===== config.mk =====
export PLATFORM = sky130hd
export DESIGN_NAME = pic_top
export DESIGN_NICKNAME = d
export VERILOG_FILES = /design/src/pic_pkg.sv /design/src/pic_bus_regs.sv /design/src/pic_request_latch.sv /design/src/pic_service.sv /design/src/pic_top.sv
export SDC_FILE = /design/constraint.sdc
export NUM_CORES = 1
export LEC_CHECK = 0
export CAP_MARGIN = 20
export CORE_MARGIN = 4
export CORE_UTILIZATION = 62
export DETAILED_ROUTE_END_ITERATION = 10
export DONT_BUFFER_PORTS = 1
export PLACE_DENSITY = 0.79
export SYNTH_ARGS = -nofsm -noshare
export SYNTH_HDL_FRONTEND = slang
export SYNTH_SLANG_ARGS = --single-unit

===== constraint.sdc =====
create_clock -name clk -period 2.3 [get_ports clk]
set_input_delay 0.115 -clock clk [delete_from_list [all_inputs] [get_ports clk]]
set_output_delay 0.115 -clock clk [all_outputs]
set_load 0.05 [all_outputs]

===== src/pic_pkg.sv =====
// Shared by all RTL and the testbench. Eight levels only, no cascade, level 0 is the highest
`default_nettype none

package pic_pkg;

   // Sizes and fixed values
   localparam int num_irq = 8;
   localparam logic [7:0] vector_base = 8'h08;  // High part of every acknowledge vector

   // Bus addresses, address 3 reads zero
   localparam logic [1:0] addr_cmd    = 2'd0;   // ICW1, OCW2, OCW3, IRR/ISR readback
   localparam logic [1:0] addr_mask   = 2'd1;   // Init words, then IMR
   localparam logic [1:0] addr_vector = 2'd2;   // Read is the acknowledge cycle

   // One bit per request level
   typedef logic [num_irq-1:0] irq_vec_t;

   // Level number 0..7
   typedef logic [2:0] irq_level_t;

   // Wishbone address and data
   typedef logic [1:0] bus_addr_t;
   typedef logic [7:0] bus_data_t;

   // Init sequence after reset or ICW1
   typedef enum logic [1:0] {
      init_icw2,   // Next mask write is ICW2
      init_icw3,   // Next mask write is ICW3
      init_done    // Mask writes load IMR
   } init_state_t;

   // OCW3 readback selection on the command address
   typedef enum logic {
      rb_irr,
      rb_isr
   } readback_t;

endpackage

`default_nettype wire


===== src/pic_bus_regs.sv =====
// Wishbone classic slave with one-cycle ack; master must hold the request until wb_ack
`timescale 1ns/100ps
`default_nettype none

module pic_bus_regs (
   input  wire                  clk,
   input  wire                  rst,
   input  wire                  wb_cyc,
   input  wire                  wb_stb,
   input  wire                  wb_we,
   input  wire pic_pkg::bus_addr_t  wb_adr,
   input  wire pic_pkg::bus_data_t  wb_wdata,
   output pic_pkg::bus_data_t   wb_rdata,
   output logic                 wb_ack,
   input  wire pic_pkg::irq_vec_t   irr,
   input  wire pic_pkg::irq_vec_t   isr,
   input  wire pic_pkg::irq_level_t grant_level,
   output pic_pkg::irq_vec_t    imr,
   output logic                 ack_strobe,
   output logic                 eoi_strobe,
   output logic                 eoi_specific,
   output pic_pkg::irq_level_t  eoi_level
);

   logic                 accept;     // New transfer, seen while wb_ack is low
   logic                 wr_accept;
   logic                 rd_accept;
   logic                 cmd_wr;
   logic                 mask_wr;
   logic                 icw1;
   logic                 ocw3;
   pic_pkg::init_state_t init_state;
   pic_pkg::readback_t   readback;
   pic_pkg::bus_data_t   rd_value;

   assign accept    = wb_cyc && wb_stb && !wb_ack;
   assign wr_accept = accept && wb_we;
   assign rd_accept = accept && !wb_we;

   assign cmd_wr  = wr_accept && (wb_adr == pic_pkg::addr_cmd);
   assign mask_wr = wr_accept && (wb_adr == pic_pkg::addr_mask);

   // Command word decode, bits 4:3 pick the word type
   assign icw1 = cmd_wr && wb_wdata[4];
   assign ocw3 = cmd_wr && (wb_wdata[4:3] == 2'b01) && wb_wdata[1];

   assign eoi_strobe   = cmd_wr && (wb_wdata[4:3] == 2'b00) && wb_wdata[5];  // OCW2 EOI
   assign eoi_specific = wb_wdata[6];
   assign eoi_level    = wb_wdata[2:0];

   // Vector read is the acknowledge cycle
   assign ack_strobe = rd_accept && (wb_adr == pic_pkg::addr_vector);

   // Ack one clock after the request is first seen
   always_ff @(posedge clk) begin
      if (rst) begin
         wb_ack <= 1'b0;
      end else begin
         wb_ack <= accept;
      end
   end

   // Init sequence and IMR
   always_ff @(posedge clk) begin
      if (rst) begin
         init_state <= pic_pkg::init_icw2;
         imr        <= '0;
      end else if (icw1) begin
         init_state <= pic_pkg::init_icw2;  // Restart init
         imr        <= '0;
      end else if (mask_wr) begin
         case (init_state)
            pic_pkg::init_icw2: init_state <= pic_pkg::init_icw3;  // ICW2 dropped
            pic_pkg::init_icw3: init_state <= pic_pkg::init_done;  // ICW3 dropped
            default:            imr        <= wb_wdata;
         endcase
      end
   end

   // OCW3 readback select
   always_ff @(posedge clk) begin
      if (rst) begin
         readback <= pic_pkg::rb_irr;
      end else if (icw1) begin
         readback <= pic_pkg::rb_irr;
      end else if (ocw3) begin
         readback <= wb_wdata[0] ? pic_pkg::rb_isr : pic_pkg::rb_irr;
      end
   end

   // Read mux
   always_comb begin
      case (wb_adr)
         pic_pkg::addr_cmd:
            rd_value = (readback == pic_pkg::rb_isr) ? isr : irr;
         pic_pkg::addr_mask:
            rd_value = imr;
         pic_pkg::addr_vector:
            rd_value = pic_pkg::vector_base + pic_pkg::bus_data_t'(grant_level);
         default:
            rd_value = '0;
      endcase
   end

   // Read data is valid in the ack cycle only
   always_ff @(posedge clk) begin
      if (rd_accept) begin
         wb_rdata <= rd_value;
      end
   end

   a_ack_in_cycle : assert property (
      @(posedge clk) disable iff (rst)
      wb_ack |-> (wb_cyc && wb_stb)
   ) else $error("wb_ack outside of a bus cycle");

endmodule

`default_nettype wire


===== src/pic_request_latch.sv =====
// Rising edge on ir sets IRR three clocks later; irr_clear wins over a same-cycle edge
`timescale 1ns/100ps
`default_nettype none

module pic_request_latch (
   input  wire                clk,
   input  wire                rst,
   input  wire pic_pkg::irq_vec_t ir,
   input  wire pic_pkg::irq_vec_t irr_clear,
   output pic_pkg::irq_vec_t  irr
);

   pic_pkg::irq_vec_t sync_1;
   pic_pkg::irq_vec_t sync_2;
   pic_pkg::irq_vec_t ir_prev;  // Synchronized value one clock ago
   pic_pkg::irq_vec_t ir_rise;

   // Two-flop synchronizer, lines are asynchronous to clk
   always_ff @(posedge clk) begin
      if (rst) begin
         sync_1 <= '0;
         sync_2 <= '0;
      end else begin
         sync_1 <= ir;
         sync_2 <= sync_1;
      end
   end

   // Edge detect register
   always_ff @(posedge clk) begin
      if (rst) begin
         ir_prev <= '0;
      end else begin
         ir_prev <= sync_2;
      end
   end

   assign ir_rise = sync_2 & ~ir_prev;

   // Request register
   always_ff @(posedge clk) begin
      if (rst) begin
         irr <= '0;
      end else begin
         irr <= (irr | ir_rise) & ~irr_clear;  // Clear has priority
      end
   end

   // The service block only grants what is latched here
   a_clear_only_set : assert property (
      @(posedge clk) disable iff (rst)
      (irr_clear & ~irr) == '0
   ) else $error("irr_clear on a level that is not requested");

endmodule

`default_nettype wire


===== src/pic_service.sv =====
// Fully nested priority only; no auto-EOI, rotation or special mask. Spurious ack reports level 7
`timescale 1ns/100ps
`default_nettype none

module pic_service (
   input  wire                  clk,
   input  wire                  rst,
   input  wire pic_pkg::irq_vec_t   irr,
   input  wire pic_pkg::irq_vec_t   imr,
   input  wire                  ack_strobe,
   input  wire                  eoi_strobe,
   input  wire                  eoi_specific,
   input  wire pic_pkg::irq_level_t eoi_level,
   output pic_pkg::irq_level_t  grant_level,
   output pic_pkg::irq_vec_t    irr_clear,
   output pic_pkg::irq_vec_t    isr,
   output logic                 int_req
);

   pic_pkg::irq_vec_t   pending;      // Unmasked requests
   logic                pend_valid;
   pic_pkg::irq_level_t pend_level;
   logic                isr_valid;
   pic_pkg::irq_level_t isr_level;    // Highest level in service
   pic_pkg::irq_vec_t   grant_onehot;
   pic_pkg::irq_vec_t   eoi_clear;

   // Lowest set index wins, 7 when the vector is empty
   function automatic pic_pkg::irq_level_t top_level(input pic_pkg::irq_vec_t v);
      pic_pkg::irq_level_t lvl;
      lvl = 3'd7;
      for (int i = pic_pkg::num_irq - 1; i >= 0; i--) begin
         if (v[i]) begin
            lvl = pic_pkg::irq_level_t'(i);
         end
      end
      return lvl;
   endfunction

   function automatic pic_pkg::irq_vec_t level_bit(input pic_pkg::irq_level_t lvl);
      return pic_pkg::irq_vec_t'(1) << lvl;
   endfunction

   assign pending    = irr & ~imr;
   assign pend_valid = |pending;
   assign pend_level = top_level(pending);
   assign isr_valid  = |isr;
   assign isr_level  = top_level(isr);

   // Nothing pending gives the spurious level 7
   assign grant_level = pend_level;

   // Request only beats the in-service level if strictly higher priority
   assign int_req = pend_valid && (!isr_valid || (pend_level < isr_level));

   assign grant_onehot = pend_valid ? level_bit(pend_level) : '0;
   assign irr_clear    = ack_strobe ? grant_onehot : '0;  // Spurious ack clears nothing

   // Specific EOI names its level, non-specific takes the highest in service
   always_comb begin
      eoi_clear = '0;
      if (eoi_strobe) begin
         if (eoi_specific) begin
            eoi_clear = level_bit(eoi_level);
         end else if (isr_valid) begin
            eoi_clear = level_bit(isr_level);
         end
      end
   end

   // In-service register
   always_ff @(posedge clk) begin
      if (rst) begin
         isr <= '0;
      end else begin
         isr <= (isr & ~eoi_clear) | irr_clear;
      end
   end

   a_clear_onehot : assert property (
      @(posedge clk) disable iff (rst)
      $onehot0(irr_clear)
   ) else $error("irr_clear has more than one bit set");

   // New in-service bits come only from an acknowledge cycle on the bus
   a_isr_needs_ack : assert property (
      @(posedge clk) disable iff (rst)
      !ack_strobe |=> (isr & ~$past(isr)) == '0
   ) else $error("ISR gained a bit without an acknowledge");

endmodule

`default_nettype wire


===== src/pic_top.sv =====
// 8259-style controller top; acknowledge is a Wishbone read of address 2, no cascade or inta_n
`timescale 1ns/100ps
`default_nettype none

module pic_top (
   input  wire                 clk,
   input  wire                 rst,
   input  wire                 wb_cyc,
   input  wire                 wb_stb,
   input  wire                 wb_we,
   input  wire pic_pkg::bus_addr_t wb_adr,
   input  wire pic_pkg::bus_data_t wb_wdata,
   output pic_pkg::bus_data_t  wb_rdata,
   output logic                wb_ack,
   input  wire pic_pkg::irq_vec_t  ir,
   output logic                int_req
);

   wire pic_pkg::irq_vec_t   irr;
   wire pic_pkg::irq_vec_t   irr_clear;   // One-hot on a real grant
   wire pic_pkg::irq_vec_t   imr;
   wire pic_pkg::irq_vec_t   isr;
   wire pic_pkg::irq_level_t grant_level;
   wire                      ack_strobe;
   wire                      eoi_strobe;
   wire                      eoi_specific;
   wire pic_pkg::irq_level_t eoi_level;

   // Edge capture of the request pins
   pic_request_latch i_request_latch (
      .clk       (clk),
      .rst       (rst),
      .ir        (ir),
      .irr_clear (irr_clear),
      .irr       (irr)
   );

   pic_service i_service (
      .clk          (clk),
      .rst          (rst),
      .irr          (irr),
      .imr          (imr),
      .ack_strobe   (ack_strobe),
      .eoi_strobe   (eoi_strobe),
      .eoi_specific (eoi_specific),
      .eoi_level    (eoi_level),
      .grant_level  (grant_level),
      .irr_clear    (irr_clear),
      .isr          (isr),
      .int_req      (int_req)
   );

   // Bus side and programmable registers
   pic_bus_regs i_bus_regs (
      .clk          (clk),
      .rst          (rst),
      .wb_cyc       (wb_cyc),
      .wb_stb       (wb_stb),
      .wb_we        (wb_we),
      .wb_adr       (wb_adr),
      .wb_wdata     (wb_wdata),
      .wb_rdata     (wb_rdata),
      .wb_ack       (wb_ack),
      .irr          (irr),
      .isr          (isr),
      .grant_level  (grant_level),
      .imr          (imr),
      .ack_strobe   (ack_strobe),
      .eoi_strobe   (eoi_strobe),
      .eoi_specific (eoi_specific),
      .eoi_level    (eoi_level)
   );

endmodule

`default_nettype wire


Word level (Yosys, flattened, before mapping) --
Index checks and enable logic that the tools add are counted.
Word-level totals: bits in registers 60, bits of input ports 23, output and inout port bits 10, logic and storage cells 80
Operators by class: add/subtract/negate cells 1, order comparisons 1, equality and inequality tests 4, shifts and indexed selects 3, multiplexer cells 23, bitwise operators 11, reduce and logical (&&, ||, !) cells 27
Operator list (number):
- two-way mux 8 bit | 6
- AND 8 bit | 4
- NOT 8 bit | 4
- two-way mux 3 bit | 8
- case mux 8 bit (3 select lines) | 1
- left shift 1 x 3 -> 8 bit, first input constant | 3
- bitwise OR 8 bit | 2
- OR reduction 8 bit | 2
- logical AND 1 bit | 13
- two-way mux 2 bit | 4
- equality test 2 x 1 -> 1 bit, second input constant | 3
- logical NOT 2 bit | 3
- adder 4 x 3 -> 5 bit, first input constant | 1
- case mux 2 bit (2 select lines) | 1
- AND reduction 2 bit | 2
- OR reduction 2 bit | 2
- logical NOT 1 bit | 3
- less-than comparator 3 bit | 1
- two-way mux 1 bit | 3
- equality test 2 bit, second input constant | 1
- nonzero test 2 bit | 1
- logical OR 1 bit | 1
- NOT 1 bit | 1

Longest topological paths before layout --
Gate-level depths: netlist of the first run.
word-level depth 14, gate-level depth with buffers 8, mapped depth without buffers 8

Modules after synthesis --
From an unflattened synthesis of the first run, not the netlist that was laid out.
Unflattened totals: cell total of the unflattened synthesis 293, area total of the unflattened synthesis 2746.4 sq um
By module, submodules not included:
- pic_bus_regs | times used 1, cells each 108, area each 1049.8 sq um
- pic_request_latch | times used 1, cells each 83, area each 952.2 sq um
- pic_service | times used 1, cells each 102, area each 744.5 sq um

Worst setup path after synthesis of the first run --
OpenSTA, ideal clock, no wires.
path type reg2out, start point register i_request_latch.irr[0], end point output port int_req, arrival time 2344 ps, required time 2185 ps, path slack -159 ps, stages on the path, launching flop included 9, cells stage by stage dfxtp_1 > nor2b_1 > or4_4 > clkinv_1 > ha_1 > o21a_1 > o32ai_1 > a31oi_1 > a21oi_1
Between the ends: longest elaborated chain between the ends 5
Ends and longest elaborated chain:
- start, declared | RTL line pic_request_latch.sv:10 | output pic_pkg::irq_vec_t irr
- start signal, assigned | RTL line pic_request_latch.sv:45 | irr <= (irr | ir_rise) & ~irr_clear;
- AND 8 bit * | RTL line pic_service.sv:44 | assign pending = irr & ~imr;
- two-way mux 3 bit | RTL line pic_service.sv:33 | if (v[i]) begin
- less-than comparator 3 bit | RTL line pic_service.sv:54 | assign int_req = pend_valid && (!isr_valid || (pend_level < isr_level));
- logical OR 1 bit | RTL line pic_service.sv:54
- logical AND 1 bit * | RTL line pic_service.sv:54
- end, declared | RTL line pic_top.sv:16 | output logic int_req
Every way passes the cells marked *; elsewhere a longest branch is shown, timed or not.

Final worst setup path of the first run --
start point register i_bus_regs.imr[0], end point output port int_req
Between the ends: longest elaborated chain between the ends 6
Ends and longest elaborated chain:
- start, declared | RTL line pic_bus_regs.sv:18 | output pic_pkg::irq_vec_t imr,
- start signal, assigned | RTL line pic_bus_regs.sv:75 | default: imr <= wb_wdata;
- NOT 8 bit * | RTL line pic_service.sv:44
- AND 8 bit * | RTL line pic_service.sv:44
- two-way mux 3 bit | RTL line pic_service.sv:33
- less-than comparator 3 bit | RTL line pic_service.sv:54
- logical OR 1 bit | RTL line pic_service.sv:54
- logical AND 1 bit * | RTL line pic_service.sv:54
Marked as above.

==> results of run 1 <==
==> synth_stat cells, types with 2 or more instances <==
| master | number | share of area (%) |
|---|---|---|
| a211oi_1 | 10 | 2.9 |
| a21o_1 | 2 | 0.58 |
| a21oi_1 | 37 | 7.2 |
| a31oi_1 | 5 | 1.2 |
| and2_1 | 3 | 0.73 |
| buf_2 | 2 | 0.39 |
| clkbuf_1 | 14 | 2.0 |
| dfxtp_1 | 52 | 41 |
| edfxtp_1 | 8 | 9.3 |
| ha_1 | 2 | 0.97 |
| inv_1 | 13 | 1.9 |
| mux2i_1 | 5 | 1.9 |
| nand2_1 | 19 | 2.8 |
| nand2b_1 | 8 | 1.9 |
| nand3_1 | 11 | 2.1 |
| nor2_1 | 25 | 3.7 |
| nor2b_1 | 37 | 9.0 |
| nor3_1 | 4 | 0.78 |
| nor4_1 | 2 | 0.49 |
| o21ai_0 | 14 | 2.7 |
| or3_1 | 3 | 0.73 |
==> worst min-delay path: stages <==
cell	delay (ns)
nand3_1	0.04
or3_1	0.09
a21oi_1	0.06
==> sequential cells by signal, indices dropped and copies added, names as in the netlist <==
signal / count
i_request_latch.sync_1: 8
i_bus_regs.wb_rdata: 8
i_request_latch.sync_2: 8
i_service.isr: 8
i_request_latch.ir_prev: 8
i_bus_regs.init_state: 2
i_bus_regs.readback: 1
i_bus_regs.imr: 8
i_request_latch.irr: 8
i_bus_regs.wb_ack: 1
==> what timing repair did <==
| action | in CTS | in global routing |
|---|---|---|
| setup buffers | 4 | 2 |
| resized for setup | 19 | 7 |
| hold endpoints to repair | 55 | 0 |
| hold buffers | 19 | 0 |
| pin swaps | 4 | 2 |
| gates cloned | 0 | 0 |
| endpoints found under the setup margin | 1 | 1 |
==> cell families (layout without fill, tap and decap cells) <==
group,after synthesis,in the layout,share of synthesized area (%)
multiplexers,5,5,1.95
buffers and inverters,30,63,4.48
XOR/XNOR,1,1,0.341
flip-flops,60,60,49.9
adder cells (fa/ha/maj),2,2,0.974
AND/OR/NAND/NOR,121,121,25.5
AO/OA/AOI/OAI,75,75,16.9
==> final cells by class <==
| type | instances | area [sq um] |
|---|---|---|
| fillers | 264 | 782 |
| well taps | 50 | 62.6 |
| clock inverters | 3 | 66.3 |
| repair buffers | 34 | 325 |
| clock buffers | 12 | 166 |
| inverters | 14 | 57.6 |
| multi-input cells | 204 | 1250 |
| flip-flops and latches | 60 | 1290 |
==> power by group through the flow <==
stage / registers, mW / clock network [mW] / logic, mW
floorplan: 1.14 / 0 / 0.143
global route: 1.13 / 1.17 / 0.268
CTS: 1.12 / 1.12 / 0.234
global placement: 1.14 / 0 / 0.168
finish: 1.12 / 1.11 / 0.249
detailed placement: 1.15 / 0 / 0.171
==> path summary, 6_finish.rpt <==
path	start	to	slack (ns)	cells after the start
worst max-delay path	i_bus_regs.imr[0]	int_req	-0.05	9
worst min-delay path	wb_wdata[0]	i_bus_regs.readback	0.02	3
worst max register to register	i_request_latch.irr[2]	i_bus_regs.wb_rdata[0]	0.41	7
worst min register to register	i_request_latch.sync_1[0]	i_request_latch.sync_2[0]	0.44	1
==> layer usage <==
metal | vias to the layer above | part of all wire [%]
met5 | - | 0
met4 | 0 | 6.2
met3 | 47 | 9.1
met2 | 142 | 47
met1 | 1059 | 38
li1 | 1067 | -
==> through the flow <==
stage / cell area (sq um) / hold slack [ns] / utilization [%] / worst slack, ns
after detailed placement: 2650 / 0.192 / 66.3 / 0.169
after global placement: 2650 / 0.190 / 66.3 / 0.203
after CTS: 3180 / 0.00756 / 79.4 / -0.0321
final: 3220 / 0.0206 / 80.5 / -0.0526
after global routing: 3220 / 0.0155 / 80.5 / -0.0997
after floorplan: 2570 / 0.243 / - / 0.138
==> results.yml, run 1 <==
outcome:
  outcome: "complete, but fails checks"
  violated_checks: "setup timing"
timing:
  min_period_ns: 2.35
  setup_tns_ns: -0.0526
  worst_slack_ns: -0.0526
  worstMarginPinSlew_ns: 0.702
  slew_headroom_pct: 53.1
  fmax_ghz: 0.425
  timing.clock.skew_ns: 0.0144
  final-hold-violation-count: 0
  final-max-slew-violation-count: 0
  rsz0062_at_grt: "true"
  final.period_utilization_pct: 102
  timing.final.setup_violations: 1
synthesis:
  synth.yosys.warnings: 0
  synth_enable_flop_cells: 8
  syn_avg_cell_area_sq_um: 8.74
  sequential_fraction_of_the_synthesis_area_pct: 49.9
  mappedNetlistNets: 319
  synth_seq_cells: 60
  cell_area_after_technology_mapping_sq_um: 2570
  synth_cell_types: 39
  synth_ff_type: "dfxtp_1"
  synthCells: 294
  postSynth.asyncResetShare_pct: 0
routing:
  first_pass_iters: 6
  initialDrtViolationCount: 243
  avgRoutedWirePerCell_um: 18.2
  dr_vias: 2315
  post_drt_antenna_nets: 0
  route.detailed.drc: 0
  finalWirelength_mm: 6.85
  post_drt_via_cell_ratio: 6.14
global_routing:
  grtUsageMet2_pct: 45.6
  grt_most_used_layer: "met2"
  overflow: 0
  number_of_global_route_vias_before_repair: 2329
  grt_pass1_wl_mm: 10.8
  number_of_antenna_violations_at_the_first_check_in_global_routing: 0
  global_route.usage.met3_pct: 6.37
  track_usage_pct: 27.5
  grt_start_max_net_pins: 43
  global_route.usage.met1_pct: 30.4
die:
  num_io_pins: 33
  dieArea_sq_um: 5240
  row_count: 23
  core_region_area_sq_um: 4000
  die_h_um: 72.4
  starting_density_pct: 64.2
  fp.dieW_um: 72.4
cts:
  htreeDepth: 3
  clockBufferDepth: 2
  numCtsBuffers: 9
  clkSinkCount: 60
  tritoncts: "yes"
  ctsRootBufferMaster: "clkbuf_8"
  clock_insertion_delay_worst_skew_ns: 0.34
  clk_transition_reported_paths_ns: 0.07
worst_setup_path:
  cpLargestDelayFamily: "simple AND/OR/NAND/NOR gates"
  cp_cell_sequence: "nor2b_4, or4_4, clkinv_4, ha_4, o21a_1, o32ai_2, a31oi_1, a21oi_2, buf_12"
  timing.setup.critical_path_class: "flop to output pin"
  critPathMaxStageDelay_ns: 0.56
  cp_max_fo: 4
  critical_path.endpoint_type: "output pin"
  worst_setup_path_start_kind: "flop"
  crit_path_top_delay_cell: "or4_4"
  worst_ep_arrival_time_ns: 2.24
  crit_required_ns: 2.18
  critical_path.n_buffers_inverters: 2
layout:
  nNetsFinal: 348
  area_growth_syn_to_layout_pct: 25.2
  instances_no_fill: 377
  layout.cells.most_common: "dfxtp_1"
  n_antenna_cell: 0
  fraction_of_final_layout_cells_sized_beyond_drive_strength_1_pct: 16.2
  layout.cells.most_common_list: "dfxtp_1 (46), a21oi_1 (35), nor2b_1 (32), nor2_1 (24)"
run:
  timing.max_cap.violations: 0
power_and_ir_drop:
  power_per_cell_area_nw_per_um2: 772
  internal_power_mw: 1.92
  p_leak_nw: 1.16
  p_sw_mw: 0.567
  p_total_mw: 2.48
  power.clock.fraction_pct: 44.7
  share_of_total_power_consumed_by_net_switching_pct: 22.8
  power.combinational.fraction_pct: 10.0
  seq_power_share_pct: 45.2
  peakVddDrop_uv: 567
placed_design:
  place.detailed.instances: 337
  dp_hpwl_mm: 4.00
  routabilityCongestion: 0.911
  io_buffer_count: 0
worst_hold_path:
  min-delay-path-class: "primary input to flop"
No activity file was read; power rests on OpenSTA's default activity.
==> run 2, diff against run 1 <==
--- a/config.mk
+++ b/config.mk
@@ -13,4 +13,5 @@
 export PLACE_DENSITY = 0.79
 export SYNTH_ARGS = -nofsm -noshare
 export SYNTH_HDL_FRONTEND = slang
+export SYNTH_HIERARCHICAL = 1
 export SYNTH_SLANG_ARGS = --single-unit
==> run 2 against run 1 <==
The run still ends with setup timing left. Largest cell class is now multi-input combinational cells. Register-to-register slack gained 0.04 ns. Via count grew 5.6%. Count of clock-buffer cells in the layout shrank 2. Global-route usage grew 0.15 points. Critical path depth shrank 2. Clock skew shrank 0.0086 ns. Maximum frequency shrank 3.2%. Utilization grew 1.8 points.
==> results.yml, run 2 <==
outcome:
  outcome: "complete, but fails checks"
  violated_checks: "setup timing"
layout:
  seqCellArea_sq_um: 1290
  layout.cells.most_common: "dfxtp_1"
  finalCoreUtilization_pct: 82.2
  area_growth_syn_to_layout_pct: 24.1
  multiInputGateArea_sq_um: 1460
  nNetsFinal: 351
  fraction_of_final_layout_cells_sized_beyond_drive_strength_1_pct: 19.3
  layout.filler_cells: 245
  layout.cells.most_common_list: "dfxtp_1 (45), nor2b_1 (37), nor2_1 (29), dlygate4sd3_1 (22), o21ai_0 (18)"
  n_antenna_cell: 0
timing:
  fmax_ghz: 0.411
  final.period_utilization_pct: 106
  final-max-slew-violation-count: 0
  min_period_ns: 2.43
  timing.final.setup_violations: 1
  slew_headroom_pct: 55.6
  worstMarginPinSlew_ns: 0.663
  final-hold-violation-count: 0
  worst_slack_ns: -0.131
  timing.clock.skew_ns: 0.00587
  rsz0062_at_grt: "true"
die:
  fp.dieW_um: 74.6
  core_region_area_sq_um: 4140
  die_h_um: 74.6
  row_count: 23
  num_io_pins: 33
  starting_density_pct: 66.3
  dieArea_sq_um: 5560
global_routing:
  number_of_global_route_vias_before_repair: 2286
  number_of_antenna_violations_at_the_first_check_in_global_routing: 0
  grt_start_max_net_pins: 47
  grt_pass1_wl_mm: 11.4
  track_usage_pct: 27.7
  overflow: 0
cts:
  tritoncts: "yes"
  htreeDepth: 3
  clock_insertion_delay_worst_skew_ns: 0.34
  ctsRootBufferMaster: "clkbuf_8"
  numCtsBuffers: 9
  clk_transition_reported_paths_ns: 0.07
  clkSinkCount: 60
  clockBufferDepth: 2
power_and_ir_drop:
  p_leak_nw: 1.28
  p_total_mw: 2.41
  peakVddDrop_uv: 559
  power_per_cell_area_nw_per_um2: 709
worst_setup_path:
  cp_cell_sequence: "or4_4, ha_4, o21a_1, o32ai_4, a211oi_2, nor3_4, buf_12"
  crit_path_top_delay_cell: "or4_4"
  worst_ep_arrival_time_ns: 2.32
  crit_required_ns: 2.18
  critical_path.endpoint_type: "output pin"
  worst_r2r_path_depth: 7
  r2r_start: "i_bus_regs/wb_ack"
  critPathMaxStageDelay_ns: 0.57
  cp_max_fo: 6
  worst-r2r-setup-slack_ns: 0.45
  worst_setup_path_start_kind: "flop"
  reg2reg_to: "i_service/isr[7]"
  timing.setup.critical_path_class: "flop to output pin"
routing:
  met3_routed_wl_um: 680
  first_pass_iters: 7
  post_drt_via_cell_ratio: 6.42
  avgRoutedWirePerCell_um: 18.9
  wl_met2_mm: 3.44
  initialDrtViolationCount: 217
  finalWirelength_mm: 7.19
  dr_vias: 2445
  detail_route.wirelength.met1_mm: 2.93
  dr.max_layer_used: "met4"
  post_drt_antenna_nets: 0
  route.detailed.drc: 0
synthesis:
  synthCells: 293
  mappedNetlistNets: 318
  postSynth.asyncResetShare_pct: 0
  synth.yosys.warnings: 6
  yosysTopAreaCell: "dfxtp_1"
  synth_ff_type: "dfxtp_1"
  synthTopCellsByCount: "dfxtp_1 (52), nor2b_1 (39), nor2_1 (30)"
  synth_enable_flop_cells: 8
  syn_avg_cell_area_sq_um: 9.37
  synth_area_leaders: "dfxtp_1 (38%), nor2b_1 (8.9%), edfxtp_1 (8.7%)"
  synth_seq_cells: 60
  cell_area_after_technology_mapping_sq_um: 2750
  post-synth-top-count-cell: "dfxtp_1"
  synth_cell_types: 51
  sequential_fraction_of_the_synthesis_area_pct: 46.7
  synth_top_cell_area_share_pct: 37.9
worst_hold_path:
  min-delay-start: "wb_adr[0]"
  whs_path_depth: 2
  hold_path_end: "i_bus_regs/readback"
  min-delay-path-class: "primary input to flop"
placed_design:
  place_ws_ns: 0.165
  routabilityCongestion: 0.945
  dp_hpwl_mm: 4.44
  io_buffer_count: 0
run:
  timing.max_cap.violations: 0
[run 2: worst max-delay path, delay by kind of cell, from the launching register on]
family,cells,cell delay (ns)
AND/OR/NAND/NOR,2,0.65
AO/OA/AOI/OAI,3,0.53
flip-flops,1,0.35
adder cells (fa/ha/maj),1,0.28
buffers and inverters,1,0.16
[run 2: worst max-delay path by stage]
| stage | from | to | slack [ns] | cells past startpoint |
|---|---|---|---|---|
| after floorplan | i_request_latch/irr[3] | int_req | 0.15 | 8 |
| after global placement | i_service/isr[3] | int_req | 0.18 | 7 |
| after detailed placement | i_service/isr[3] | int_req | 0.17 | 7 |
| after CTS | i_bus_regs/imr[4] | int_req | -0.01 | 9 |
| after global routing | i_service/isr[2] | int_req | -0.21 | 7 |
| final | i_service/isr[2] | int_req | -0.13 | 7 |
[run 2: kinds of logic (layout without fill, tap and decap cells)]
family	after synthesis	after routing	share of synthesized area (%)
simple gates	131	131	27.2
compound gates	66	66	15.9
flops	60	60	46.7
buf+inv	20	58	3.87
mux	14	14	5.42
fa+ha+maj	2	2	0.911
[run 2: timing repair]
action | CTS | global route
pin swaps | 7 | 2
hold endpoints to repair | 55 | 1
setup endpoints to repair | 1 | 1
gates resized for setup | 15 | 9
setup buffers | 4 | 0
hold buffers | 22 | 1
[run 2: report_power, final]
part,switching [mW],total [mW],leakage (nW),internal (mW)
sequential,0.0306,1.12,0.501,1.09
combinational,0.135,0.268,0.670,0.133
clock,0.452,1.03,0.112,0.573
[run 2: stage by stage]
step                      setup TNS, ns  instances  hold WS [ns]  area (sq um)
after CTS                       -0.0144        380       0.00160          3350
final                            -0.131        381        0.0134          3410
after global routing             -0.207        381       0.00114          3410
after detailed placement              0        338         0.193          2820
after floorplan                       0        293         0.184          2750
after global placement                0        338         0.191          2820
[run 2: final cells by class]
| cell class | instances | area share, % |
|---|---|---|
| clock buffers | 10 | 4.37 |
| clock inverters | 6 | 2.06 |
| inverters | 5 | 0.551 |
| multi-input cells | 213 | 42.7 |
| flip-flops and latches | 60 | 37.9 |
| well taps | 50 | 1.84 |
| repair buffers | 37 | 10.5 |
[run 2: per-layer routing]
metal,GRT usage (%),up-vias
met5,0,-
met4,10.5,0
met3,9.32,17
met2,42.6,149
met1,36.2,1167
li1,-,1112
==> run 3, diff against run 2 <==
--- a/config.mk
+++ b/config.mk
@@ -7,10 +7,10 @@
 export LEC_CHECK = 0
 export CAP_MARGIN = 20
 export CORE_MARGIN = 4
-export CORE_UTILIZATION = 62
+export CORE_UTILIZATION = 60
 export DETAILED_ROUTE_END_ITERATION = 10
 export DONT_BUFFER_PORTS = 1
-export PLACE_DENSITY = 0.79
+export PLACE_DENSITY = 0.77
 export SYNTH_ARGS = -nofsm -noshare
 export SYNTH_HDL_FRONTEND = slang
 export SYNTH_HIERARCHICAL = 1
==> run 3 against run 2 <==
The flow still finishes with violations (setup timing). Final area hardly changed. Combinational power decreased by 1%. Maximum frequency rose by 4.2%. Global-route usage shrank 0.58 points. Final cell count increased by 0.79%. Sequential share of layout area about the same. Largest power group unchanged.
==> results.yml, run 3 (synthesis gave the netlist of run 2 again) <==
die:
  starting_density_pct: 62.6
  row_count: 24
  fp.dieW_um: 75.7
  num_io_pins: 33
  die_h_um: 75.7
  core_region_area_sq_um: 4380
  dieArea_sq_um: 5720
global_routing:
  grt_pass1_wl_mm: 11.3
  grt_start_max_net_pins: 46
  overflow: 0
  number_of_global_route_vias_before_repair: 2285
  track_usage_pct: 27.1
  number_of_antenna_violations_at_the_first_check_in_global_routing: 0
timing:
  worstMarginPinSlew_ns: 0.733
  worst_slack_ns: -0.0330
  final.period_utilization_pct: 101
  min_period_ns: 2.33
  rsz0062_at_grt: "true"
  timing.final.setup_violations: 1
  final-hold-violation-count: 0
  fmax_ghz: 0.429
  final-max-slew-violation-count: 0
  setup_tns_ns: -0.0330
  slew_headroom_pct: 50.9
  timing.clock.skew_ns: 0.00479
worst_setup_path:
  cpLargestDelayFamily: "simple AND/OR/NAND/NOR gates"
  worst-r2r-setup-slack_ns: 0.19
  worst_setup_path_start_kind: "flop"
  cp_max_fo: 2
  crit_required_ns: 2.18
  critPathMaxStageDelay_ns: 0.56
  worst_r2r_path_depth: 4
  reg2reg_to: "i_bus_regs/readback"
  worst_ep_arrival_time_ns: 2.22
  critical_path.n_buffers_inverters: 1
  critical_path.endpoint_type: "output pin"
  crit_path_top_delay_cell: "or4_4"
  cp_cell_sequence: "or4_4, ha_4, o21a_1, o32ai_4, a211oi_2, nor3_4, buf_12"
  r2r_start: "i_bus_regs/readback"
  timing.setup.critical_path_class: "flop to output pin"
routing:
  first_pass_iters: 5
  dr_vias: 2371
  route.detailed.drc: 0
  finalWirelength_mm: 6.94
  post_drt_antenna_nets: 0
  initialDrtViolationCount: 378
  avgRoutedWirePerCell_um: 18.1
  post_drt_via_cell_ratio: 6.17
cts:
  ctsRootBufferMaster: "clkbuf_8"
  clkSinkCount: 60
  tritoncts: "yes"
  clockBufferDepth: 2
  numCtsBuffers: 9
  htreeDepth: 3
  clk_transition_reported_paths_ns: 0.06
  clock_insertion_delay_worst_skew_ns: 0.33
layout:
  area_growth_syn_to_layout_pct: 24.1
  layout.cells.most_common_list: "dfxtp_1 (42), nor2b_1 (37), nor2_1 (29), dlygate4sd3_1 (22), o21ai_0 (18)"
  nNetsFinal: 352
  layout.cells.most_common: "dfxtp_1"
  instances_no_fill: 384
  n_antenna_cell: 0
  fraction_of_final_layout_cells_sized_beyond_drive_strength_1_pct: 20.5
  layout.cell_area.non_filler_sq_um: 3410
placed_design:
  io_buffer_count: 0
  place_ws_ns: 0.156
  place.detailed.instances: 336
  routabilityCongestion: 0.871
  placed_cell_area_sq_um: 2790
  dp_hpwl_mm: 4.39
worst_hold_path:
  min-delay-start: "wb_adr[0]"
  hold_path_end: "i_bus_regs/wb_rdata[3]"
  whs_path_depth: 1
  min-delay-path-class: "primary input to flop"
power_and_ir_drop:
  internal_power_mw: 1.78
  power.clock.fraction_pct: 40.4
  power.combinational.fraction_pct: 11.3
  seq_power_share_pct: 48.2
  p_total_mw: 2.33
  p_sw_mw: 0.550
  peakVddDrop_uv: 655
  p_leak_nw: 1.29
  power_per_cell_area_nw_per_um2: 683
  share_of_total_power_consumed_by_net_switching_pct: 23.6
outcome:
  violated_checks: "setup timing"
  outcome: "complete, but fails checks"
run:
  timing.max_cap.violations: 0
[run 3: cell types whose count changed in the layout (fill, tap and decap cells not counted)]
cell        delta
dfxtp_2        +4
clkinv_4       -3
dfxtp_1        -3
clkbuf_8       +2
buf_4          +1
clkbuf_1       +1
clkbuf_16      -1
clkinv_2       +1
clkinvlp_4     +1
dfxtp_4        -1
inv_6          -1
nand2b_1       -1
nand2b_4       +1
[run 3: power by group through the flow]
stage | Clock, mW | Combinational (mW) | Sequential [mW]
4_1_cts | 0.966 | 0.247 | 1.12
6_report | 0.942 | 0.264 | 1.12
5_1_grt | 1.01 | 0.283 | 1.13
3_5_place_dp | 0 | 0.179 | 1.14
3_3_place_gp | 0 | 0.177 | 1.14
2_1_floorplan | 0 | 0.155 | 1.14
[run 3: what timing repair did]
item	4_1_cts	5_1_grt
endpoints found under the hold margin	54	0
pin swaps	9	0
buffers inserted	7	2
gates resized for setup	21	6
hold buffers	23	0
setup endpoints to repair	1	1
[run 3: cell type report]
type	count	area, sq um
repair buffers	38	365
flip-flops and latches	60	1290
well taps	52	65.1
multi-input cells	213	1460
fillers	277	975
inverters	5	18.8
clock buffers	12	155
clock inverters	4	47.5
[run 3: per-layer routing]
metal	up-vias	wire length [um]	global-route usage [%]
met3	35	576	8.05
li1	1115	-	-
met4	0	323	12.8
met1	1082	2770	34.3
met5	-	0	0
met2	139	3270	42.6
[run 3: stage by stage]
stage	util, %	hold WS [ns]
after floorplan	-	0.184
after global placement	63.6	0.191
after detailed placement	63.6	0.192
after CTS	76.9	0.00973
after global routing	77.8	0.0276
final	77.8	0.0354
[run 3: worst max-delay path by stage]
stage | startpoint | endpoint | slack (ns) | cells after the start
3_3_place_gp | i_service/isr[3] | int_req | 0.19 | 7
6_report | i_service/isr[0] | int_req | -0.03 | 7
2_1_floorplan | i_request_latch/irr[3] | int_req | 0.15 | 8
3_5_place_dp | i_request_latch/irr[3] | int_req | 0.16 | 9
5_1_grt | i_bus_regs/imr[5] | int_req | -0.11 | 9
4_1_cts | i_service/isr[0] | int_req | -0.03 | 7
